## src/source/rv32i_types_pkg.sv

```systemverilog
// Shared widths and memory-operation encoding for the RV32I load/store unit.
// Every module of the unit takes what it needs from here by scoped name.
`default_nettype none

package rv32i_types_pkg;

  // ########################################
  // Widths
  // ########################################

  // Data path and address width of the core.
  localparam int unsigned xlen = 32;

  // Word-address bits of the data RAM; 8 bits give 256 words, or 1 KiB.
  localparam int unsigned ram_addr_w = 8;

  // ########################################
  // Memory operations
  // ########################################

  // One type names both loads and stores, as on the core's memory port.
  // The byte and halfword loads come in signed and unsigned flavours.
  typedef enum logic [2:0] {
    LB  = 3'd0,
    LH  = 3'd1,
    LW  = 3'd2,
    LBU = 3'd3,
    LHU = 3'd4,
    SB  = 3'd5,
    SH  = 3'd6,
    SW  = 3'd7
  } load_t;

endpackage

`default_nettype wire

```

## src/source/store_align.sv

```systemverilog
// Store data alignment.
// Replicates the store byte or halfword across the lanes of the write word.
`timescale 1ns/1ps
`default_nettype none

module store_align (
  input  wire logic [rv32i_types_pkg::xlen-1:0] store_data,
  input  wire logic [rv32i_types_pkg::xlen-1:0] address,
  input  wire rv32i_types_pkg::load_t           load_type,
  output logic      [rv32i_types_pkg::xlen-1:0] wdata
);

  logic [rv32i_types_pkg::xlen-1:0] rep_data;
  logic [3:0]                       lane_hit;

  // Replication puts the value in every lane it could land in.
  // The RAM byte enables then decide which of them is really stored.
  always_comb begin
    case (load_type)
      rv32i_types_pkg::SB: rep_data = {4{store_data[7:0]}};
      rv32i_types_pkg::SH: rep_data = {2{store_data[15:0]}};
      rv32i_types_pkg::SW: rep_data = store_data;
      default:             rep_data = '0;
    endcase
  end

  // Lanes that the store does not address are driven to zero.
  // The write bus then only toggles where a byte is actually stored.
  always_comb begin
    for (int i = 0; i < 4; i++) begin
      case (load_type)
        rv32i_types_pkg::SB: lane_hit[i] = (address[1:0] == 2'(i));
        rv32i_types_pkg::SH: lane_hit[i] = (address[1] == (i >= 2));
        rv32i_types_pkg::SW: lane_hit[i] = 1'b1;
        default:             lane_hit[i] = 1'b0;
      endcase
    end
  end

  always_comb begin
    for (int i = 0; i < 4; i++) begin
      wdata[8*i +: 8] = lane_hit[i] ? rep_data[8*i +: 8] : 8'h00;
    end
  end

endmodule

`default_nettype wire

```

## config.mk

```make
export PLATFORM = sky130hd
export DESIGN_NAME = store_align
export DESIGN_NICKNAME = d
export VERILOG_FILES = /design/src/source/rv32i_types_pkg.sv /design/src/source/store_align.sv
export SDC_FILE = /design/constraint.sdc
export NUM_CORES = 1
export LEC_CHECK = 0
export ABC_CLOCK_PERIOD_IN_PS = 2000
export BUFFER_PORTS_ARGS = -buffer_cell sky130_fd_sc_hd__buf_2
export CAP_MARGIN = 20
export CORE_MARGIN = 3
export CORE_UTILIZATION = 37
export DETAILED_ROUTE_END_ITERATION = 12
export GPL_ROUTABILITY_DRIVEN = 0
export PLACE_DENSITY = 0.95
export SYNTH_ARGS = -nofsm -noshare
export SYNTH_HDL_FRONTEND = slang
export SYNTH_SLANG_ARGS = --single-unit
```

## constraint.sdc

```tcl
create_clock -name vclk -period 2
set_input_delay 0.2 -clock vclk [all_inputs]
set_output_delay 0.2 -clock vclk [all_outputs]
set_load 0.05 [all_outputs]
```

; ---- Word-level counts from Yosys, hierarchy flattened
; Index checks and enable logic that the tools add are counted.
[classes]
eq_ne = 6
n_mux = 9
bitwise_logic = 1
reduce_logical = 1
[ops]
columns = op, count
row1 = one-hot mux 32 bit (3 select lines), 1
row2 = 2-to-1 mux 8 bit, 4
row3 = one-hot mux 1 bit (3 select lines), 4
row4 = "equality test 3 bit, second input constant", 3
row5 = "equality test 2 bit, second input constant", 2
row6 = "equality test 2 x 1 -> 1 bit, second input constant", 1
row7 = logical NOT 2 bit, 1
row8 = inverter 1 bit, 1
[word_totals]
reg_bits = 0
wordCells = 17
out_inout_bits = 32
in_bits = 67

; ---- Depth between registers and ports, before layout
; Gate-level depths: netlist of run 1.
[depth]
word_depth = 3
ltp_mapped = 5
ltp_nobuf = 3

; ---- Worst setup path before layout of run 1
; Ideal clock, no wire load.
[synth_timing]
path_type = input -> output
from = input port load_type[1]
to = output port wdata[29] (netlist bit)
slack_ns = 0.409
path_stages = 5
path_buffers = 3
required_ns = 1.800
arrival_ns = 1.391
cell_sequence = buf_6 > buf_6 > buf_6 > a21oi_1 > a211oi_2
[synth_via]
elab_chain_cells = 3
elab_cells_between_ends = 6
cone_classes = eq/ne (3) / mux (3)
[synth_lines]
columns = element, line_no
row1 = "start, declared", store_align.sv:9  ; input wire rv32i_types_pkg::load_t load_type,
row2 = equality test 3 bit, "store_align.sv:19, store_align.sv:31"
row3 = one-hot mux 32 bit (3 select lines) / one-hot mux 1 bit (3 select lines) (equally long branches), "store_align.sv:19, store_align.sv:31"
row4 = 2-to-1 mux 8 bit (*), store_align.sv:42  ; wdata[8*i +: 8] = lane_hit[i] ? rep_data[8*i +: 8] : 8'h00;
row5 = "end, declared", store_align.sv:10  ; output logic [rv32i_types_pkg::xlen-1:0] wdata
; Every way passes the cells marked *; elsewhere a longest branch is shown, timed or not.

; ---- Final worst setup path of run 1
[layout_timing]
from = input port load_type[1]
to = output port wdata[16] (netlist bit)
; The elaborated chain is that of the path after synthesis.

==> flow_summary.yaml, run 1 <==
timing:
  max_freq_mhz: 592
  slew_viol_final: 0
  setup_viol: 0
  hold_viol: 0
  slew_headroom: 0.721
  timing.final.crit_share: 0.844
  min_period_ns: 1.69
  finalSetupTns_ns: 0
  rsz0062_at_grt: "no"
  tightest_slew_ns: 0.419
floorplan:
  rows: 16
  fp.dieW_um: 52.8
  core_area_sq_mm: 0.00202
  initial_core_util: 0.401
  dieHeight_um: 52.8
  die_area_sq_mm: 0.00279
  num_io_pins: 99
cells_and_area:
  regArea_sq_um: 0
  seq_cell_count: 0
  syn2layout_area_growth_pct: 44.8
  layout.cells.non_filler: 197
  diodes: 0
  final_core_util: 0.580
  layout-drive-gt1-share: 0.618
  n_fill_cell: 211
  fin_nets: 239
  n_clock_buffer: 0
worst_setup_path:
  cpPeakStageDelay_ns: 0.35
  cp_cell_sequence: "buf_2 > buf_4 > mux2_2 > a22oi_1 > nor2_1 > buf_2"
  cp_top_family: "buffers and inverters"
  path_common_cell: "buf_2"
  crit_path_max_fanout: 15
  cp_slowest_cell: "mux2_2"
  crit_buf_inv: 3
  cp.arrival_ns: 1.49
  crit_type: "in2out"
  crit_required_ns: 1.80
  end_kind: "output pin"
  critPathLaunchType: "primary input"
yosys:
  yosysWarnings: 0
  yosysTopAreaCellShare: 0.123
  synth_nets: 170
  syn_inst: 103
  netlist_area_sq_um: 811
  ys_seq_area_frac: 0
  yosys.area.top_type: "a211oi_2"
  synth_cell_types: 23
  synth_area_per_cell_sq_um: 7.87
  synth_area_leaders: "a211oi_2 (12%), nor2_1 (11%), a22oi_1 (10%)"
detailed_routing:
  ant_nets: 0
  route.detailed.drc: 0
  drt_pass1_iterations: 4
  wl_per_cell_um: 13.6
  num_vias: 1080
  routed_wl_um: 2670
  vias_per_cell: 5.48
  drtIter0Drc: 15
pwr:
  clkPwrFrac: 0
  ir_drop_mv: 0.148
  sw_frac_of_total: 0.652
  p_leak_nw: 0.629
  p_int_mw: 0.123
  p_sw_mw: 0.230
  seq_power_share: 0
  combPwrFrac: 1.000
  power_density_mw_per_mm2: 301
placement:
  dp_hpwl_um: 2140
  io_buffers: 69
  dp.cells: 197
clock_network:
  cts.repair.resized: 0
  cts_setup_buffers: 0
  postCtsHoldBufs: 0
global_route:
  antenna_found_initial: 0
  track_usage: 0.176
  grt_pass1_wl_um: 3940
  grt_pass1_vias: 927
  grt_overflow: 0
  grt_max_degree: 22
outcome:
  outcome: "finished, final reports clean"
min_path:
  holdCritPathClass: "in2out"
flow_run:
  cap_violations: 0
[path summary, 6_finish.rpt]
| check | start | end | slack, ns | cells after the start |
|---|---|---|---|---|
| hold / removal | store_data[4] | wdata[4] | 0.82 | 4 |
| setup / recovery | load_type[1] | wdata[16] | 0.31 | 6 |
[per-layer routing]
layer	wire [um]	GRT usage	vias to the layer above	share of wire
met1	1150	0.225	514	0.43
met2	1270	0.329	44	0.48
li1	-	-	522	-
met3	245	0.0171	0	0.092
met4	0	0.00426	0	0
met5	0	0	-	0
[metrics by stage]
stage	setup WS, ns	total power [mW]	hold slack, ns	area [sq um]
after global placement	0.328	0.346	0.819	1170
after detailed placement	0.311	0.353	0.822	1170
after CTS	0.308	0.354	0.821	1170
after floorplan	0.409	0.257	0.627	811
final	0.312	0.354	0.824	1170
after global routing	0.237	0.375	0.832	1170
[power by group through the flow]
stage               sequential, mW  clock, mW  combinational [mW]
CTS                              0          0               0.354
floorplan                        0          0               0.257
finish                           0          0               0.354
detailed placement               0          0               0.353
global placement                 0          0               0.346
global route                     0          0               0.375
[final cells by class]
class / count / area (sq um) / share of cell area
multi-input cells: 93 / 734 / 0.626
well taps: 27 / 33.8 / 0.0288
repair buffers: 77 / 405 / 0.345
[cells in the final DEF (no fill, tap or decap), types with 5 or more instances in the layout]
cell type and instances:
mux2i_1 8, buf_4 8, a211oi_2 8, nand2_1 8
a22oi_1 11, nor2_1 24, buf_2 69, mux2_4 5
a22oi_2 5, a21oi_1 8
[Yosys cell counts (all sizes together)]
library cell / number
mux2i: 8
a21oi: 9
and3b: 2
buf: 9
nor2: 24
o21ai: 2
mux2: 8
and2: 1
o21bai: 1
nand2: 8
o21a: 1
and3: 1
o31ai: 1
a211oi: 8
clkbuf: 1
a22oi: 16
nor2b: 2
and2b: 1
[kinds of logic (layout without fill, tap and decap cells)]
family / Yosys count / after routing / share of synthesized area
AOI/OAI and AO/OA: 38 / 38 / 0.457
and+or+nand+nor: 39 / 39 / 0.216
buffers and inverters: 10 / 77 / 0.0941
muxes: 16 / 16 / 0.233
(Power assumes the default switching activity.)
==> run 2, diff against run 1 <==
ABC_CLOCK_PERIOD_IN_PS = 1450   (was 2000)
CORE_ASPECT_RATIO = 0.5   (was unset)
CORE_UTILIZATION = 31   (was 37)
PLACE_DENSITY = 0.87   (was 0.95)
clock period = 1.45 ns   (was 2 ns; I/O delays follow)
==> run 2 against run 1 <==
Compared with the run above: total power up 53%; final cell count up 9.1%; non-clock buffer count up 10; count of clock-buffer cells in the layout unchanged; combinational power up 53%; worst setup slack worse by 0.26 ns; largest cell class unchanged; highest routed layer is now met4.
==> flow_summary.yaml, run 2 (synthesized netlist as in run 1, its figures left out) <==
placement:
  dp_hpwl_um: 2380
  placed_area_sq_mm: 0.00132
  io_buffers: 69
  dp.cells: 215
cells_and_area:
  final_core_util: 0.565
  layout-drive-gt1-share: 0.678
  n_fill_cell: 203
  syn2layout_area_growth_pct: 63.3
  regArea_sq_um: 0
  mostFrequentLayoutCell: "buf_2"
  fin_nets: 249
  diodes: 0
  multiInputGateArea_sq_um: 767
  layout_common_cells: "buf_2 (66), nor2_1 (17), buf_4 (17), a22oi_1 (11)"
  layout.cells.non_filler: 215
  seq_cell_count: 0
  n_clock_buffer: 0
  design_area_sq_mm: 0.00132
detailed_routing:
  route.detailed.drc: 0
  drtIter0Drc: 67
  wl_per_cell_um: 13.5
  ant_nets: 0
  vias_per_cell: 5.11
  num_vias: 1098
  routed_wl_um: 2900
  drt_pass1_iterations: 4
global_route:
  antenna_found_initial: 0
  grt_pass1_vias: 1043
  grt_pass1_wl_um: 4490
  grt_overflow: 0
  track_usage: 0.159
  grt_max_degree: 16
timing:
  slew_viol_final: 0
  rsz0062_at_grt: "no"
  slew_headroom: 0.752
  max_freq_mhz: 718
  setup_viol: 0
  hold_viol: 0
  min_period_ns: 1.39
  tightest_slew_ns: 0.371
  timing.final.crit_share: 0.961
worst_setup_path:
  crit_type: "in2out"
  end_kind: "output pin"
  cp.arrival_ns: 1.25
  cp_cell_sequence: "buf_2 > and3_1 > o21ai_4 > buf_12 > a211oi_2 > buf_2"
  cp_slowest_cell: "buf_2"
  startpoint: "load_type[0]"
  crit_required_ns: 1.31
  cpPeakStageDelay_ns: 0.30
  critPathLaunchType: "primary input"
  crit_path_max_fanout: 11
  path_common_cell: "buf_2"
min_path:
  holdCritPathClass: "in2out"
  worstHoldStart: "store_data[6]"
floorplan:
  core_area_sq_mm: 0.00234
  die_area_sq_mm: 0.00330
  fp.dieW_um: 78.3
  initial_core_util: 0.346
  rows: 12
  dieHeight_um: 42.2
  num_io_pins: 99
pwr:
  ir_drop_mv: 0.127
  p_leak_nw: 0.685
  power_density_mw_per_mm2: 409
flow_run:
  cap_violations: 0
clock_network:
  cts_setup_buffers: 0
outcome:
  outcome: "finished, final reports clean"
-- run 2: changes by cell type in the layout (fill, tap and decap cells not counted), sizes merged --
cell	change
buf	+8
clkbuf	+2
-- run 2: power by group --
| part | internal, mW | switching (mW) | total (mW) | leakage, nW |
|---|---|---|---|---|
| Sequential | 0 | 0 | 0 | 0 |
| Combinational | 0.205 | 0.336 | 0.541 | 0.685 |
| Clock | 0 | 0 | 0 | 0 |
| Total | 0.205 | 0.336 | 0.541 | 0.685 |
-- run 2: final timing paths --
| kind | end | slack, ns | depth (start not counted) |
|---|---|---|---|
| min | wdata[6] | 0.70 | 4 |
| max | wdata[25] | 0.06 | 6 |
-- run 2: layout make-up --
cell class | instances | share of cell area
Multi-Input combinational cell | 93 | 0.579
Timing Repair Buffer | 87 | 0.388
Tap cell | 35 | 0.0331
-- run 2: timing repair --
item / in CTS / in global routing
hold buffers: 0 / 0
setup endpoints to repair: 5 / 2
gates resized for setup: 1 / 2
-- run 2: through the flow --
step / power [mW] / hold slack, ns / setup slack (ns) / TNS, ns
6_report: 0.541 / 0.703 / 0.0564 / 0
5_1_grt: 0.571 / 0.732 / 0.0153 / 0
4_1_cts: 0.539 / 0.706 / 0.0587 / 0
3_5_place_dp: 0.537 / 0.705 / -0.0449 / -0.145
3_3_place_gp: 0.526 / 0.701 / -0.0278 / -0.0562
2_1_floorplan: 0.368 / 0.517 / 0.00329 / 0
-- run 2: worst max-delay path: cells and delay by family --
family | cells | cell delay [ns]
buffers and inverters | 3 | 0.67
AND/OR/NAND/NOR | 1 | 0.23
AO/OA/AOI/OAI | 2 | 0.20
-- run 2: metal layers --
metal	global-route usage	wire length (um)
met1	0.176	1200
met3	0.0129	49
met4	0.0383	44
met2	0.327	1600
met5	0	0
