**src/source/rv32i_types_pkg.sv**
```systemverilog
// Shared widths and memory-operation encoding for the RV32I load/store unit.
// Every module of the unit takes what it needs from here by scoped name.
`default_nettype none

package rv32i_types_pkg;

  // ########################################
  // Widths
  // ########################################

  // Data path and address width of the core.
  localparam int unsigned xlen = 32;

  // Word-address bits of the data RAM; 8 bits give 256 words, or 1 KiB.
  localparam int unsigned ram_addr_w = 8;

  // ########################################
  // Memory operations
  // ########################################

  // One type names both loads and stores, as on the core's memory port.
  // The byte and halfword loads come in signed and unsigned flavours.
  typedef enum logic [2:0] {
    LB  = 3'd0,
    LH  = 3'd1,
    LW  = 3'd2,
    LBU = 3'd3,
    LHU = 3'd4,
    SB  = 3'd5,
    SH  = 3'd6,
    SW  = 3'd7
  } load_t;

endpackage

`default_nettype wire

```
**src/source/load_align.sv**
```systemverilog
// Load data alignment.
// Picks the addressed byte or halfword from the read word and extends it.
`timescale 1ns/1ps
`default_nettype none

module load_align (
  input  wire logic [rv32i_types_pkg::xlen-1:0] rdata,
  input  wire rv32i_types_pkg::load_t           load_type_q,
  input  wire logic [1:0]                       offset_q,
  output logic      [rv32i_types_pkg::xlen-1:0] load_data
);

  logic [7:0]  byte_sel;
  logic [15:0] half_sel;

  // ########################################
  // Lane extraction
  // ########################################

  // The byte offset from the request cycle selects one of four lanes.
  always_comb begin
    case (offset_q)
      2'b00:   byte_sel = rdata[7:0];
      2'b01:   byte_sel = rdata[15:8];
      2'b10:   byte_sel = rdata[23:16];
      default: byte_sel = rdata[31:24];
    endcase
  end

  // Halfwords are aligned, so only bit 1 of the offset matters.
  assign half_sel = offset_q[1] ? rdata[31:16] : rdata[15:0];

  // ########################################
  // Extension
  // ########################################

  // Signed loads copy the top bit of the selected field upward.
  // Unsigned loads fill with zeros.
  always_comb begin
    case (load_type_q)
      rv32i_types_pkg::LB:
        load_data = {{(rv32i_types_pkg::xlen-8){byte_sel[7]}}, byte_sel};
      rv32i_types_pkg::LBU:
        load_data = {{(rv32i_types_pkg::xlen-8){1'b0}}, byte_sel};
      rv32i_types_pkg::LH:
        load_data = {{(rv32i_types_pkg::xlen-16){half_sel[15]}}, half_sel};
      rv32i_types_pkg::LHU:
        load_data = {{(rv32i_types_pkg::xlen-16){1'b0}}, half_sel};
      rv32i_types_pkg::LW:
        load_data = rdata;
      // Stores never produce a load result.
      default:
        load_data = '0;
    endcase
  end

endmodule

`default_nettype wire

```
**config.mk**
```make
export PLATFORM = sky130hd
export DESIGN_NAME = load_align
export DESIGN_NICKNAME = d
export VERILOG_FILES = /design/src/source/rv32i_types_pkg.sv /design/src/source/load_align.sv
export SDC_FILE = /design/constraint.sdc
export NUM_CORES = 1
export LEC_CHECK = 0
export BUFFER_PORTS_ARGS = -buffer_cell sky130_fd_sc_hd__buf_4
export CORE_ASPECT_RATIO = 0.7
export CORE_MARGIN = 4
export CORE_UTILIZATION = 40
export DETAILED_ROUTE_END_ITERATION = 8
export MAX_ROUTING_LAYER = met4
export PLACE_DENSITY_LB_ADDON = 0.1
export SLEW_MARGIN = 20
export SYNTH_ARGS = -nofsm -noshare
export SYNTH_HDL_FRONTEND = slang
export SYNTH_SLANG_ARGS = --single-unit
```
**constraint.sdc**
```tcl
create_clock -name vclk -period 1.7
set_clock_uncertainty 0.15 [all_clocks]
set_input_delay 0.255 -clock vclk [all_inputs]
set_output_delay 0.255 -clock vclk [all_outputs]
set_load 0.05 [all_outputs]
```
==> results of run 1 <==
## per-stage QoR
stage / hold slack (ns) / TNS, ns / area (um2)
3_3_place_gp: 0.727 / -13.66 / 1870
2_1_floorplan: 0.539 / -3.49 / 1310
4_1_cts: 0.690 / -6.31 / 2390
3_5_place_dp: 0.731 / -14.71 / 1870
## cells by family after synthesis
logic type | synth area share [%]
buf+inv | 12.3
compound gates | 45.0
mux | 31.6
simple gates | 9.44
xor+xnor | 1.65
## synthesized netlist by cell type (3+ instances only)
library cell / n / share of area [%]
o21ai_0: 4 / 1.9
mux2_2: 8 / 8.5
a21oi_1: 9 / 4.2
buf_2: 4 / 1.9
clkbuf_1: 6 / 2.1
buf_6: 3 / 3.2
o22ai_1: 7 / 4.1
a22oi_1: 7 / 5.0
nand2b_1: 4 / 2.4
inv_1: 10 / 3.5
a21o_1: 22 / 16
mux4_2: 5 / 11
nor2b_1: 5 / 3.0
mux2i_1: 8 / 7.6
o32ai_1: 6 / 5.0
## timing repair
item	in CTS
cloned	1
gates resized for setup	95
hold endpoints to repair	0
endpoints found under the setup margin	32
setup buffers	14
pin swaps	7
==> run metrics, run 1 <==
status=aborted with a tool error; Stop stage=global routing (5_1_grt); error msg=[ERROR DPL-0038] Utilization greater than 100%, impossible to legalize; Placer Congestion=0.844; Synth Net Count=168; Hold-fix buffers, CTS=0; register area share after synthesis=0%; initial core utilization=42.5%; Buffers on Ports=69; die width=69.5 um; Synth Area per Inst=8.09 um2; dpl cells=238; I/O pin total=69; Mapped Cells=131; pin count of the biggest net entering global routing=23; Final HPWL DP=3.25 mm; Yosys cell types=35; worst endpoint after global-route timing repair=load_data[7]; synthesized area=0.00106 mm2; dpl ws=-0.686 ns; Die Ht=51.1 um; Synth warnings=0; Rows=15; worst endpoint pin kind=top-level output
==> run 2: changes to the inputs <==
--- a/config.mk
+++ b/config.mk
@@ -6,12 +6,10 @@
 export NUM_CORES = 1
 export LEC_CHECK = 0
 export BUFFER_PORTS_ARGS = -buffer_cell sky130_fd_sc_hd__buf_4
-export CORE_ASPECT_RATIO = 0.7
 export CORE_MARGIN = 4
-export CORE_UTILIZATION = 40
+export CORE_UTILIZATION = 25
 export DETAILED_ROUTE_END_ITERATION = 8
-export MAX_ROUTING_LAYER = met4
-export PLACE_DENSITY_LB_ADDON = 0.1
+export PLACE_DENSITY_LB_ADDON = 0.15
 export SLEW_MARGIN = 20
 export SYNTH_ARGS = -nofsm -noshare
 export SYNTH_HDL_FRONTEND = slang
==> constraint.sdc (replaced) <==
create_clock -name vclk -period 2.2
set_clock_uncertainty 0.15 [all_clocks]
set_input_delay 0.33 -clock vclk [all_inputs]
set_output_delay 0.33 -clock vclk [all_outputs]
set_load 0.05 [all_outputs]
==> run 2 against run 1 <==
Effect of this change: the run now ends clean; synthesized cell count is the same; synthesized area did not move.
==> run metrics, run 2 <==
Congestion Overflow GR=0; layout cells sized above 1=51.7%; DR WL/cell=16.8 um; main area contributors after synthesis=a21o_1 (16%), mux4_2 (11%), mux2_2 (8.5%), mux2i_1 (7.6%), a22oi_1 (5.0%); most frequent cells in the layout=buf_4 (79), a21o_1 (22), inv_1 (10), a21oi_1 (9); cell taking the most area after synthesis=a21o_1; status=completed; most frequent cell after synthesis=a21o_1; Worst EP arrival=1.65 ns; most common cell after layout, fill and taps aside=buf_4; Comb pwr share=100.0%; final hold violations=0; initial antenna violation count=0; crit end category=primary output; Internal Power=0.000231 W; Initial DRC Count=54; Synth warnings=0 (unchanged); Placer Congestion=0.806 (-4.5%); Setup Fix Bufs, Post-CTS=0 (-14); register area=0 um2; Routed WL=4.22 mm; Antenna diodes=0; hold crit path type=input port to primary output; gr usage total=15.0%; Yosys cell types=35 (unchanged); Worst EP required=1.72 ns; Worst Path Buf+Inv=2; total power=0.000578 W; Crit path depth=6; M1 GR Usage=20.5%; GRT met2 Usage=26.4%; XOR/XNOR share of the synthesized area=1.65% (unchanged); first-pass iteration count of the detailed router=6; Via density=5.30; CP startpoint=offset_q[1]; Max Fanout on Critical Path=8; worst-margin pin slew=0.469 ns; Slowest-stage cell, CP=mux4_2; Peak supply drop=116 uV; grt met3 use=1.38%; P_sw=0.000347 W; largest family of logic cells by synthesized area=compound AO/OA/AOI/OAI gates; Antenna Violating Nets Remaining=0; Synth Area per Inst=8.09 um2 (unchanged); Hold-fix buffers, CTS=0 (unchanged); Final Max Slew Viols=0; sequential cells=0; Buffers on Ports=69 (unchanged); fmax=469 MHz; # setup viols final=0; fin crit share=96.9%; crit path cell chain=buf_4 -> mux4_2 -> nor2b_4 -> o311ai_4 -> nand2b_2 -> buf_6; commonest cells in the netlist=a21o_1 (22), inv_1 (10), a21oi_1 (9); # clk buffers=0; crit path time final=2.13 ns; core area=0.00406 mm2; Max stage delay on crit path=0.49 ns; post-synthesis mux area share=31.6% (unchanged); CP delay by family, top=multiplexers; CP endpoint=load_data[7]; RSZ-0062 raised after global routing=false; Layout area overhead=64.2%; Switching Share=60.0%; CTS resizes=0 (-100%); Clock power frac=0%; Rows=23 (+8); most used routing layer=met2; Fill cells=408; pin count of the biggest net entering global routing=28; Rel. slew slack=68.2%; Max Cap Violations=0; type of origin of the critical path=input port; setup TNS=0 ns; register area share after synthesis=0% (unchanged); top cell type's share of synthesized area=15.6% (unchanged); power per cell area=332 mW/mm2; DRC Markers=0; Die Ht=73.1 um (+43%); nets@finish=240; vias in the first global route=1,373; adder-cell share of the synthesized area=0% (unchanged); Lkg Pwr=0.952 nW; Synth Area in Compound Gates=45.0% (unchanged); Mapped Cells=131 (unchanged); die area=0.00535 mm2; part of the power in registers=0%; routed vias=1,331; die width=73.1 um (+5.2%); first-pass GRT wire length=6.62 mm; synthesized area=0.00106 mm2 (unchanged); Simple-Gate Fraction of Synth Area=9.45% (unchanged); initial core utilization=26.1% (-16 points); I/O pin total=69 (unchanged); CP Class=input port to primary output; Final HPWL DP=3.37 mm (+3.9%); Synth Net Count=168 (unchanged)
run 2: worst min-delay path by stage:
stage | start | endpoint | slack, ns | cells after the start
5_1_grt | rdata[29] | load_data[29] | 0.90 | 3
6_report | rdata[16] | load_data[16] | 0.87 | 3
3_5_place_dp | rdata[16] | load_data[16] | 0.88 | 3
2_1_floorplan | load_type_q[1] | load_data[7] | 0.79 | 3
4_1_cts | rdata[16] | load_data[16] | 0.88 | 3
3_3_place_gp | rdata[16] | load_data[16] | 0.87 | 3
run 2: area by class of cell:
cell class / count / area, um2 / share of cell area, %
Inverter: 10 / 37.5 / 2.16
Multi-Input combinational cell: 105 / 960 / 55.1
Tap cell: 50 / 62.6 / 3.59
Timing Repair Buffer: 86 / 681 / 39.1
run 2: per-layer routing:
metal,part of all wire [%],up-vias
met2,51,38
met1,43,634
met5,0,-
li1,-,657
met3,5.2,2
met4,0.43,0
run 2: kinds of logic (layout without fill, tap and decap cells):
family,count (synthesis),after routing
simple gates,16,16
mux,23,23
xor+xnor,2,2
buf+inv,26,96
compound gates,64,64
run 2: power groups by stage:
stage,Clock [W],Combinational (W),Sequential [W]
final,0,0.000578,0
after global routing,0,0.000614,0
after CTS,0,0.000568,0
after detailed placement,0,0.000566,0
after global placement,0,0.000559,0
after floorplan,0,0.000370,0
run 2: per-stage QoR:
step / instance area [um2] / std cells / hold WS [ns] / utilization, % / setup slack [ns]
after floorplan: 1060 / 131 / 0.794 / - / -0.194
after global placement: 1690 / 251 / 0.872 / 41.7 / 0.0858
after detailed placement: 1690 / 251 / 0.875 / 41.7 / 0.0544
after CTS: 1690 / 251 / 0.876 / 41.7 / 0.0530
after global routing: 1740 / 251 / 0.900 / 42.9 / 0.00889
final: 1740 / 251 / 0.871 / 42.9 / 0.0685
Power figures use the tool's default switching activity.
==> run 3: changes to the inputs <==
==> constraint.sdc (replaced) <==
create_clock -name vclk -period 2.7
set_clock_uncertainty 0.15 [all_clocks]
set_input_delay 0.405 -clock vclk [all_inputs]
set_output_delay 0.405 -clock vclk [all_outputs]
set_load 0.05 [all_outputs]
==> run 3 against run 2 <==
Effect of this change: critical path depth unchanged; power decreased by 23%; hold slack improved by 0.16 ns; core utilization decreased by 3.6 points; via count decreased by 3.2%; count of clock-buffer cells in the layout unchanged; routed wire length decreased by 4.9%; largest cell class unchanged; sequential cell count unchanged.
==> run metrics, run 3 (synthesis gave the netlist of run 2 again) <==
status=completed; register area=0 um2 (unchanged); Max stage delay on crit path=0.53 ns (+0.04 ns); Worst Path Buf+Inv=2 (unchanged); DP Area=0.00159 mm2 (-5.8%); Rel. slew slack=52.7% (-16 points); Core Util, Final=39.3% (-3.6 points); Congestion Overflow GR=0 (unchanged); nets@finish=229 (-4.6%); Buffers on Ports=69 (unchanged); Initial DRC Count=46 (-15%); routed vias=1,288 (-3.2%); power per cell area=278 mW/mm2 (-16%); sequential cells=0 (unchanged); hold crit path type=input port to primary output; Max Fanout on Critical Path=16 (+8); RSZ-0062 raised after global routing=false; setup TNS=0 ns (unchanged); vias in the first global route=1,304 (-5.0%); CP delay by family, top=multiplexers; fmax=411 MHz; type of origin of the critical path=input port; Worst path most repeated cell=buf_4; Max Cap Violations=0 (unchanged); # setup viols final=0 (unchanged); Antenna diodes=0 (unchanged); Final HPWL DP=3.17 mm (-5.9%); Peak supply drop=94.7 uV (-18%); Design Area, Final=0.00160 mm2 (-8.3%); Placer Congestion=0.764 (-5.2%); final hold violations=0 (unchanged); Die Ht=73.1 um (unchanged); DRC Markers=0 (unchanged); most frequent cells in the layout=buf_4 (75), a21o_1 (22), inv_1 (10), a21oi_1 (9); DR WL/cell=16.7 um (-0.54%); Non-Filler Instances=240 (-4.4%); worst-margin pin slew=0.709 ns (+0.240 ns); crit end category=primary output; Antenna Violating Nets Remaining=0 (unchanged); die width=73.1 um (unchanged); Hold-fix buffers, CTS=0 (unchanged); crit path cell chain=buf_4 -> mux4_2 -> nor2b_4 -> o311ai_2 -> nand2b_1 -> buf_4; gr usage total=14.3% (-0.72 points); first-pass iteration count of the detailed router=4 (-2); Slowest-stage cell, CP=mux4_2; dpl cells=240 (-4.4%); CTS resizes=0 (unchanged); Worst EP arrival=1.88 ns (+0.23 ns); most common cell after layout, fill and taps aside=buf_4; Lkg Pwr=0.881 nW (-7.5%); Layout area overhead=50.5%; core area=0.00406 mm2 (unchanged); initial antenna violation count=0 (unchanged); Worst EP required=2.14 ns (+0.42 ns); pin count of the biggest net entering global routing=18 (-36%); CP Class=input port to primary output; I/O pin total=69 (unchanged); crit path time final=2.43 ns; # clk buffers=0 (unchanged); Via density=5.37 (+1.2%); Final Max Slew Viols=0 (unchanged); die area=0.00535 mm2 (unchanged); initial core utilization=26.1% (unchanged); fin crit share=90.1%; Routed WL=4.02 mm (-4.9%); Rows=23 (unchanged); first-pass GRT wire length=6.31 mm (-4.7%); Setup Fix Bufs, Post-CTS=0 (unchanged); layout cells sized above 1=48.4% (-3.3 points)
run 3: cell types whose count changed in the layout (fill, tap and decap cells not counted), sizes merged:
cell	delta
buf	-11
run 3: worst paths after layout:
check | from | to | cells after the start
hold / removal | rdata[16] | load_data[16] | 3
setup / recovery | offset_q[1] | load_data[7] | 6
run 3: where the power goes:
group	total, W	switching [W]	internal (W)
Clock	0	0	0
Sequential	0	0	0
Combinational	0.000443	0.000273	0.000170
run 3: per-stage QoR:
stage / setup slack (ns) / total power [W] / hold WS, ns
floorplan: 0.156 / 0.000301 / 0.959
global placement: 0.190 / 0.000440 / 1.03
detailed placement: 0.130 / 0.000444 / 1.03
CTS: 0.116 / 0.000445 / 1.03
global route: 0.170 / 0.000471 / 1.04
finish: 0.266 / 0.000443 / 1.03
run 3: tightest hold or removal path: stages:
cell and delay, ns:
buf_4 0.08, a21o_1 0.10, buf_4 0.19
run 3: routing by layer:
metal  global-route usage (%)  share of wire, %  vias up
li1                         -                 -      631
met1                     18.5                43      624
met2                     26.7                51       33
met3                     1.79               6.1        0
met4                        0                 0        0
met5                        0                 0        -
run 3: final cells by class:
cell class | instances | area [um2]
fillers | 425 | 2460
inverters | 10 | 37.5
multi-input cells | 105 | 932
well taps | 50 | 62.6
repair buffers | 75 | 563
