===== config.mk =====
export PLATFORM = sky130hd
export DESIGN_NAME = access_ctrl
export DESIGN_NICKNAME = d
export VERILOG_FILES = /design/src/source/rv32i_types_pkg.sv /design/src/source/access_ctrl.sv
export SDC_FILE = /design/constraint.sdc
export NUM_CORES = 1
export LEC_CHECK = 0
export BUFFER_PORTS_ARGS = -buffer_cell sky130_fd_sc_hd__buf_2
export CAP_MARGIN = 5
export CORE_MARGIN = 5
export CORE_UTILIZATION = 43
export CTS_CLUSTER_SIZE = 10
export DETAILED_ROUTE_END_ITERATION = 16
export PLACE_DENSITY_LB_ADDON = 0.2
export RECOVER_POWER = 25
export SLEW_MARGIN = 20
export SYNTH_ARGS = -nofsm -noshare
export SYNTH_HDL_FRONTEND = slang
export SYNTH_SLANG_ARGS = --single-unit

===== constraint.sdc =====
create_clock -name clk -period 4.9 [get_ports clk]
set_clock_uncertainty 0.2 [all_clocks]
set_input_delay 0.98 -clock clk [delete_from_list [all_inputs] [get_ports clk]]
set_output_delay 0.98 -clock clk [all_outputs]
set_load 0.03 [all_outputs]

===== src/source/rv32i_types_pkg.sv =====
// Shared widths and memory-operation encoding for the RV32I load/store unit.
// Every module of the unit takes what it needs from here by scoped name.
`default_nettype none

package rv32i_types_pkg;

  // ########################################
  // Widths
  // ########################################

  // Data path and address width of the core.
  localparam int unsigned xlen = 32;

  // Word-address bits of the data RAM; 8 bits give 256 words, or 1 KiB.
  localparam int unsigned ram_addr_w = 8;

  // ########################################
  // Memory operations
  // ########################################

  // One type names both loads and stores, as on the core's memory port.
  // The byte and halfword loads come in signed and unsigned flavours.
  typedef enum logic [2:0] {
    LB  = 3'd0,
    LH  = 3'd1,
    LW  = 3'd2,
    LBU = 3'd3,
    LHU = 3'd4,
    SB  = 3'd5,
    SH  = 3'd6,
    SW  = 3'd7
  } load_t;

endpackage

`default_nettype wire


===== src/source/access_ctrl.sv =====
// Access control for the load/store unit.
// Drives the RAM strobes and registers the load and fault responses.
`timescale 1ns/1ps
`default_nettype none

module access_ctrl (
  input  wire logic                             clk,
  input  wire logic                             rst_n,
  input  wire logic                             req,
  input  wire rv32i_types_pkg::load_t           load_type,
  input  wire logic [rv32i_types_pkg::xlen-1:0] address,
  input  wire logic                             mal_addr,
  output logic                                  we,
  output logic                                  re,
  output logic                                  load_valid,
  output logic                                  fault,
  output logic      [rv32i_types_pkg::xlen-1:0] fault_addr,
  output rv32i_types_pkg::load_t                load_type_q,
  output logic      [1:0]                       offset_q
);

  logic is_load;
  logic is_store;

  // Split the operation space into its two classes.
  always_comb begin
    is_load  = 1'b0;
    is_store = 1'b0;
    case (load_type)
      rv32i_types_pkg::LB, rv32i_types_pkg::LH, rv32i_types_pkg::LW,
      rv32i_types_pkg::LBU, rv32i_types_pkg::LHU: is_load = 1'b1;
      rv32i_types_pkg::SB, rv32i_types_pkg::SH, rv32i_types_pkg::SW: is_store = 1'b1;
      default: begin
        is_load  = 1'b0;
        is_store = 1'b0;
      end
    endcase
  end

  // A misaligned request never reaches the RAM.
  assign we = req && is_store && !mal_addr;
  assign re = req && is_load && !mal_addr;

  // ########################################
  // Response registers
  // ########################################

  // Pulses last exactly one cycle after the request.
  always_ff @(posedge clk) begin
    if (!rst_n) begin
      load_valid <= 1'b0;
      fault      <= 1'b0;
    end else begin
      load_valid <= re;
      fault      <= req && mal_addr;
    end
  end

  // Load context and faulting address ride along with the pulses.
  always_ff @(posedge clk) begin
    if (re) begin
      load_type_q <= load_type;
      offset_q    <= address[1:0];
    end
    if (req && mal_addr) begin
      fault_addr <= address;
    end
  end

  // The RAM port is either written or read in a cycle, never both.
  a_we_re_excl : assert property (@(posedge clk) disable iff (!rst_n) !(we && re));

  // No write lands on an address that is off the boundary of its own width.
  a_no_mal_write : assert property (@(posedge clk) disable iff (!rst_n)
    we |-> !((load_type == rv32i_types_pkg::SH && address[0]) ||
             (load_type == rv32i_types_pkg::SW && address[1:0] != 2'b00)));

  // The address unit may only flag an access whose low bits are nonzero.
  a_mal_offset : assert property (@(posedge clk) disable iff (!rst_n)
    mal_addr |-> (address[1:0] != 2'b00));

endmodule

`default_nettype wire


### Word level (Yosys, flattened, before mapping)

Cells that the tools add are included.

* flip-flop bits (word level): 39
* input bits: 39
* output and inout port bits: 41

* equal/unequal tests: 7
* mux-type cells: 2
* reductions and logical operators: 9

Operator list (number)
* $eq 3x3->1 const B: 4
* $eq 3x2->1 const B: 2
* $logic_and 1x1->1: 5
* $reduce_or 5->1: 1
* $eq 3x1->1 const B: 1
* $logic_not 3->1: 1
* $reduce_or 3->1: 1
* $mux 1: 2
* $logic_not 1->1: 1

### Depth between registers and ports, before layout

Gate-level depths: netlist of the first run.

* word-level depth: 5
* mapped depth: 2
* mapped depth without buffers: 2

### Least setup slack after synthesis of the first run

Ideal clock, no wire load.

* path type: input-to-output
* from: in load_type[1]
* to: out we
* data arrival time: 1.781 ns
* required time: 3.720 ns
* setup slack: 1.939 ns
* stages on the path: 2
* path buffers: 0
* path through: o21ai_2 > nor3b_1

* cells in the longest elaborated chain, start to end: 5

Ends and longest elaborated chain
* from (decl): RTL line access_ctrl.sv:10 `input wire rv32i_types_pkg::load_t load_type,`
* $eq 3x3->1: RTL line access_ctrl.sv:29 `case (load_type)`
* $reduce_or 3->1 (*): RTL line access_ctrl.sv:29
* $mux 1 (*): RTL line access_ctrl.sv:29
* $logic_and 1x1->1 (*) (2 in series): RTL line access_ctrl.sv:41 `assign we = req && is_store && !mal_addr;`
* to (decl): RTL line access_ctrl.sv:13 `output logic we,`

Mark *: on every way between the ends. The rest lies on a longest branch, timed or not.

### Final worst setup path of the first run

* from: in load_type[1]
* to: out re

* cells in the longest elaborated chain, start to end: 5

Ends and longest elaborated chain
* $eq 3x1->1, or another cell as far along: RTL line access_ctrl.sv:29
* $reduce_or 5->1 (*): RTL line access_ctrl.sv:29
* $mux 1 (*): RTL line access_ctrl.sv:29
* $logic_and 1x1->1 (*) (2 in series): RTL line access_ctrl.sv:42 `assign re = req && is_load && !mal_addr;`
* to (decl): RTL line access_ctrl.sv:14 `output logic re,`

Marks and branches as above.

==> impl_results.md, run 1 <==
* Status: completed
* Unique masters post-synth at 8
* N_diodes at 0
* WL final at 2.38 mm
* Hold-fix buffers, CTS at 0
* Num Clock Sinks at 39
* CTS tree: yes
* Final min period at 2.93 ns
* Crit path DAT at 1.75 ns
* Layout cells sized above 1 at 0.662
* Via count at 745
* Initial DRT Pass Iterations at 4
* Initial antenna violation count at 0
* Post-synth top area cell: edfxtp_1
* Post-Syn Area per Cell at 26.7 sq um
* Core area at 0.00271 sq mm
* I/O Buffers at 79
* Sequential share of the synthesized area at 0.959
* Yosys top cell area share at 0.926
* Cts repair resizes at 0
* Final Max Slew Viols at 0
* Hold Slack at 0.621 ns
* Sum Neg Setup Slack at 0 ns
* Max IR drop VDD at 0.270 mV
* Synth Instances at 45
* Starting Density at 0.443
* Largest net degree at the start of global routing at 33
* Die width at 62.8 microns
* DP HPWL at 1.89 mm
* # IOs at 80
* Mapped Area at 0.00120 sq mm
* FMAX at 341 MHz
* Die ar. at 0.00395 sq mm
* Total grt overflow at 0
* Max_slew headroom at 0.734
* Crit path capture type: output port
* RePlAce Congestion at 0.705
* Wirelength per Cell at 14.5 microns
* Worst-Margin Slew at 0.399 ns
* Number of cell rows at 19
* Final #Nets at 171
* Pwr Density at 371 mW/mm^2
* Number of global-route vias before repair at 830
* Die Span Y at 62.8 microns
* Endpoints failing hold at 0
* Max cap viols at 0
* DR vias/cell at 4.54
* CTS buffer count at 5
* Synthesis Warnings at 0
* Clock transition at path regs at 0.10 ns
* # Post-CTS Setup Buffers at 0
* Bufs on Longest Clock Path at 2
* RSZ-0062 raised after global routing: no
* Remaining DRCs at 0
* Crit Path Category: primary input to output port
* Total GRT Usage at 0.124
* Global-route wire length before repair at 3.74 mm
* Fillers at 212
* Ranking of synthesized cells by area: edfxtp_1 93%, dfxtp_1 3.3%, and3b_2 0.83%
* H-tree Lvls at 2
* Critical path data required time at 3.72 ns
* Leak pwr at 0.737 nW
* #FFs+latches synth at 39
* Final setup viols at 0
* Root Driver: clkbuf_4
* Post-synthesis net count at 84
* Fin crit share at 0.598
* Routed Antenna Nets at 0
* Synth-to-layout area growth at 41.0%
* Worst Path Max Fanout at 6
* DRT iter0 DRCs at 25
* Startpoint Class: primary input
* Worst Hold Class: primary input to flip-flop
## routing by layer
layer  up-vias  share of wire  track usage
li1        357              -            -
met1       341           0.33        0.114
met2        45           0.54        0.216
met3         2           0.13       0.0612
met4         0         0.0050       0.0716
met5         -              0            0
## report_power, final
group / internal, mW / switching (mW) / leakage, nW
clock network: 0.0559 / 0.0903 / 0.0293
registers: 0.388 / 0.00462 / 0.363
logic: 0.0264 / 0.0623 / 0.345
total: 0.470 / 0.157 / 0.737
## placed cells by master (no fill, tap or decap)
| cell | n |
|---|---|
| and2_1 | 1 |
| and3_1 | 1 |
| and3b_2 | 1 |
| and4b_1 | 1 |
| buf_2 | 79 |
| buf_4 | 1 |
| clkbuf_1 | 2 |
| clkbuf_4 | 5 |
| clkinv_2 | 1 |
| dfxtp_1 | 2 |
| edfxtp_1 | 37 |
| nor3b_1 | 1 |
| o21ai_2 | 1 |
## through the flow
step / cell area [sq um] / total power, mW / setup slack, ns / cells / util
after floorplan: 1200 / 0.452 / 1.94 / 45 / -
after global placement: 1640 / 0.488 / 2.00 / 156 / 0.606
after detailed placement: 1640 / 0.491 / 1.97 / 156 / 0.606
after CTS: 1690 / 0.637 / 1.97 / 164 / 0.624
after global routing: 1690 / 0.657 / 1.93 / 164 / 0.624
final: 1690 / 0.628 / 1.97 / 164 / 0.624
## cell usage after synthesis
cell / n
and4b_1: 1
and3b_2: 1
dfxtp_1: 2
o21ai_2: 1
and3_1: 1
nor3b_1: 1
and2_1: 1
edfxtp_1: 37
## registers in the layout (all words and copies together) (netlist names)
name	cells
fault_addr	32
load_valid	1
offset_q	2
load_type_q	3
fault	1
## critical path: stages
cell,delay [ns]
buf_2,0.11
o21ai_2,0.16
and3b_2,0.28
buf_2,0.22
## area by class of cell
cell class / count / area [sq um] / share of cell area
flip-flops and latches: 39 / 1150 / 0.680
well taps: 31 / 38.8 / 0.0229
repair buffers: 80 / 403 / 0.238
clock inverters: 1 / 5.00 / 0.00296
clock buffers: 7 / 45.0 / 0.0266
multi-input cells: 6 / 48.8 / 0.0288
## kinds of logic (layout without fill, tap and decap cells)
group | after synthesis | after routing | share of synthesized area
buffers and inverters | 0 | 88 | 0
AO/OA/AOI/OAI | 1 | 1 | 0.00730
flip-flops | 39 | 39 | 0.959
AND/OR/NAND/NOR | 5 | 5 | 0.0334
## final timing paths
path	slack, ns	from	depth (start not counted)	endpoint
worst max-delay path	1.97	load_type[1]	4	re
worst min-delay path	0.62	address[2]	1	fault_addr[2]$_DFFE_PP_
(Power assumes the default switching activity.)
==> run 2, diff against run 1 <==
- ABC_AREA: default -> 1
- CORE_UTILIZATION: 43 -> 36
- clock period: 4.9 -> 2.6 ns (I/O delays scaled with it)
==> impl_results.md, run 2 <==
* Status: completed
* Starting Density at 0.367
* Sum Neg Setup Slack at 0 ns
* Remaining DRCs at 0
* CTS tree: yes
* Root Driver: clkbuf_4
* Post-synthesis net count at 90
* Number of cell rows at 21
* Critical path data required time at 1.88 ns
* Leak pwr at 0.780 nW
* Largest family of logic cells by synthesized area: simple AND/OR/NAND/NOR gates
* Hold Slack at 0.152 ns
* Die ar. at 0.00461 sq mm
* Bufs on Longest Clock Path at 2
* Initial DRT Pass Iterations at 2
* CTS buffer count at 5
* Number of global-route vias before repair at 732
* Hold-fix buffers, CTS at 0
* Area of the multi-input gates at 36.3 sq um
* Total GRT Usage at 0.0995
* Asr flop ratio synth at 0
* Endpoints failing hold at 0
* Largest net degree at the start of global routing at 33
* Post-synth top area cell: edfxtp_1
* Post-Synth Simple-Gate Area at 0.0228
* Wirelength per Cell at 12.5 microns
* Crit Path Category: primary input to output port
* Core area at 0.00328 sq mm
* Crit path capture type: output port
* Ranking of synthesized cells by area: edfxtp_1 92%, dfxtp_1 3.3%, inv_1 1.6%
* Worst Path Max Fanout at 6
* Cell mode on critical path: buf_2
* Final setup viols at 0
* Cts repair resizes at 0
* Unique masters post-synth at 7
* RePlAce Congestion at 0.639
* Number of synthesized flops with an enable pin at 37
* P_int at 1.08 mW
* Max IR drop VDD at 0.424 mV
* Fin crit share at 0.771
* Most flops, register: fault_addr
* Reg power frac at 0.533
* I/O Buffers at 79
* Leading cell type in the layout, fill and taps excluded: buf_2
* Logic pwr share at 0.120
* Final Max Slew Viols at 0
* Largest register FFs at 32
* Final min period at 2.00 ns
* H-tree Lvls at 2
* CP cell instances: buf_2 > o21ai_2 > nand2_1 > inv_1 > buf_2
* Fillers at 295
* Sequential cell area at 0.00115 sq mm
* Via count at 753
* Mux contribution to synthesized area at 0
* # IOs at 80
* Switching power share of the total at 0.222
* Post-synthesis adder-cell area fraction at 0
* Synth Area in Compound Gates at 0.00726
* DRT iter0 DRCs at 37
* Slowest-stage cell, CP: buf_2
* Pwr Density at 785 mW/mm^2
* N_diodes at 0
* Most frequent cell after synthesis: edfxtp_1
* Layout cells sized above 1 at 0.647
* Worst-Margin Slew at 0.390 ns
* Synthesis Warnings at 0
* Primary FF master, synth: edfxtp_1
* Sequential share of the synthesized area at 0.954
* Startpoint Class: primary input
* Fraction of synthesized cell area in xor and xnor cells at 0
* Clock transition at path regs at 0.11 ns
* Global-route wire length before repair at 3.11 mm
* Die width at 67.9 microns
* Total grt overflow at 0
* # Post-CTS Setup Buffers at 0
* Yosys top cell area share at 0.921
* Clock power share at 0.347
* Synth top cells by count: 37 x edfxtp_1, 5 x inv_1
* RSZ-0062 raised after global routing: no
* Max cap viols at 0
* Commonest cells after routing, fill and taps aside: 79 x buf_2, 37 x edfxtp_1, 5 x inv_1, 5 x clkbuf_4
* DP HPWL at 1.80 mm
* Kind of cell adding the most delay to the critical path: buffers and inverters
* Initial antenna violation count at 0
* Synth-to-layout area growth at 46.6%
* #FFs+latches synth at 39
* Num Clock Sinks at 39
* Final #Nets at 177
* Crit path DAT at 1.28 ns
* Critical path buffers and inverters at 3
* Sw power at 0.308 mW
* CP max stage delay at 0.24 ns
* WL final at 2.32 mm
* Final core utilization at 0.538
* Die Span Y at 67.9 microns
* DR vias/cell at 4.07
* Synth Instances at 51
* Max_slew headroom at 0.740
* Largest regs: fault_addr x32, load_type_q x3, offset_q x2
* Worst Hold Class: primary input to flip-flop
* Post-Syn Area per Cell at 23.7 sq um
* Routed Antenna Nets at 0
* FMAX at 499 MHz
* Mapped Area at 0.00121 sq mm
-- run 2: cell count changes after synthesis, sizes merged --
cell	delta
nor2	+4
and2	-1
and3	-1
and3b	-1
and4b	-1
nand2	+2
inv	+5
nor3b	-1
-- run 2: cell families (layout without fill, tap and decap cells) --
kind of cell | count (synthesis) | after routing
AND/OR/NAND/NOR | 6 | 6
AO/OA/AOI/OAI | 1 | 1
buffers and inverters | 5 | 93
flip-flops | 39 | 39
-- run 2: final timing paths --
check	slack (ns)	cells past startpoint	to	start
worst max-delay path	0.60	5	re	load_type[1]
worst min-delay path	0.15	1	fault_addr[15]$_DFFE_PP_	address[15]
-- run 2: layout make-up --
class / instances / share of cell area
sequential: 39 / 0.651
timing repair buffer: 80 / 0.228
clock inverter: 2 / 0.0340
tap: 46 / 0.0326
clock buffer: 6 / 0.0234
multi-input combinational: 7 / 0.0205
inverter: 5 / 0.0106
-- run 2: per-layer routing --
metal	vias up	global-route usage	part of all wire
met4	0	0.0670	0.012
li1	362	-	-
met5	-	0	0
met3	4	0.0509	0.14
met2	49	0.164	0.51
met1	338	0.0969	0.33
-- run 2: power groups by stage --
| stage | combinational [mW] | clock (mW) | sequential (mW) |
|---|---|---|---|
| after floorplan | 0.0155 | 0 | 0.838 |
| after global placement | 0.168 | 0 | 0.753 |
| after detailed placement | 0.170 | 0 | 0.754 |
| after CTS | 0.170 | 0.496 | 0.740 |
| after global routing | 0.177 | 0.532 | 0.743 |
| final | 0.167 | 0.482 | 0.739 |
-- run 2: metrics by stage --
stage	std cells	instance area [sq um]	setup WS (ns)	total power, mW
finish	185	1770	0.595	1.39
global route	185	1770	0.528	1.45
CTS	185	1770	0.586	1.41
detailed placement	177	1670	0.582	0.925
global placement	177	1670	0.629	0.921
floorplan	51	1210	0.794	0.854
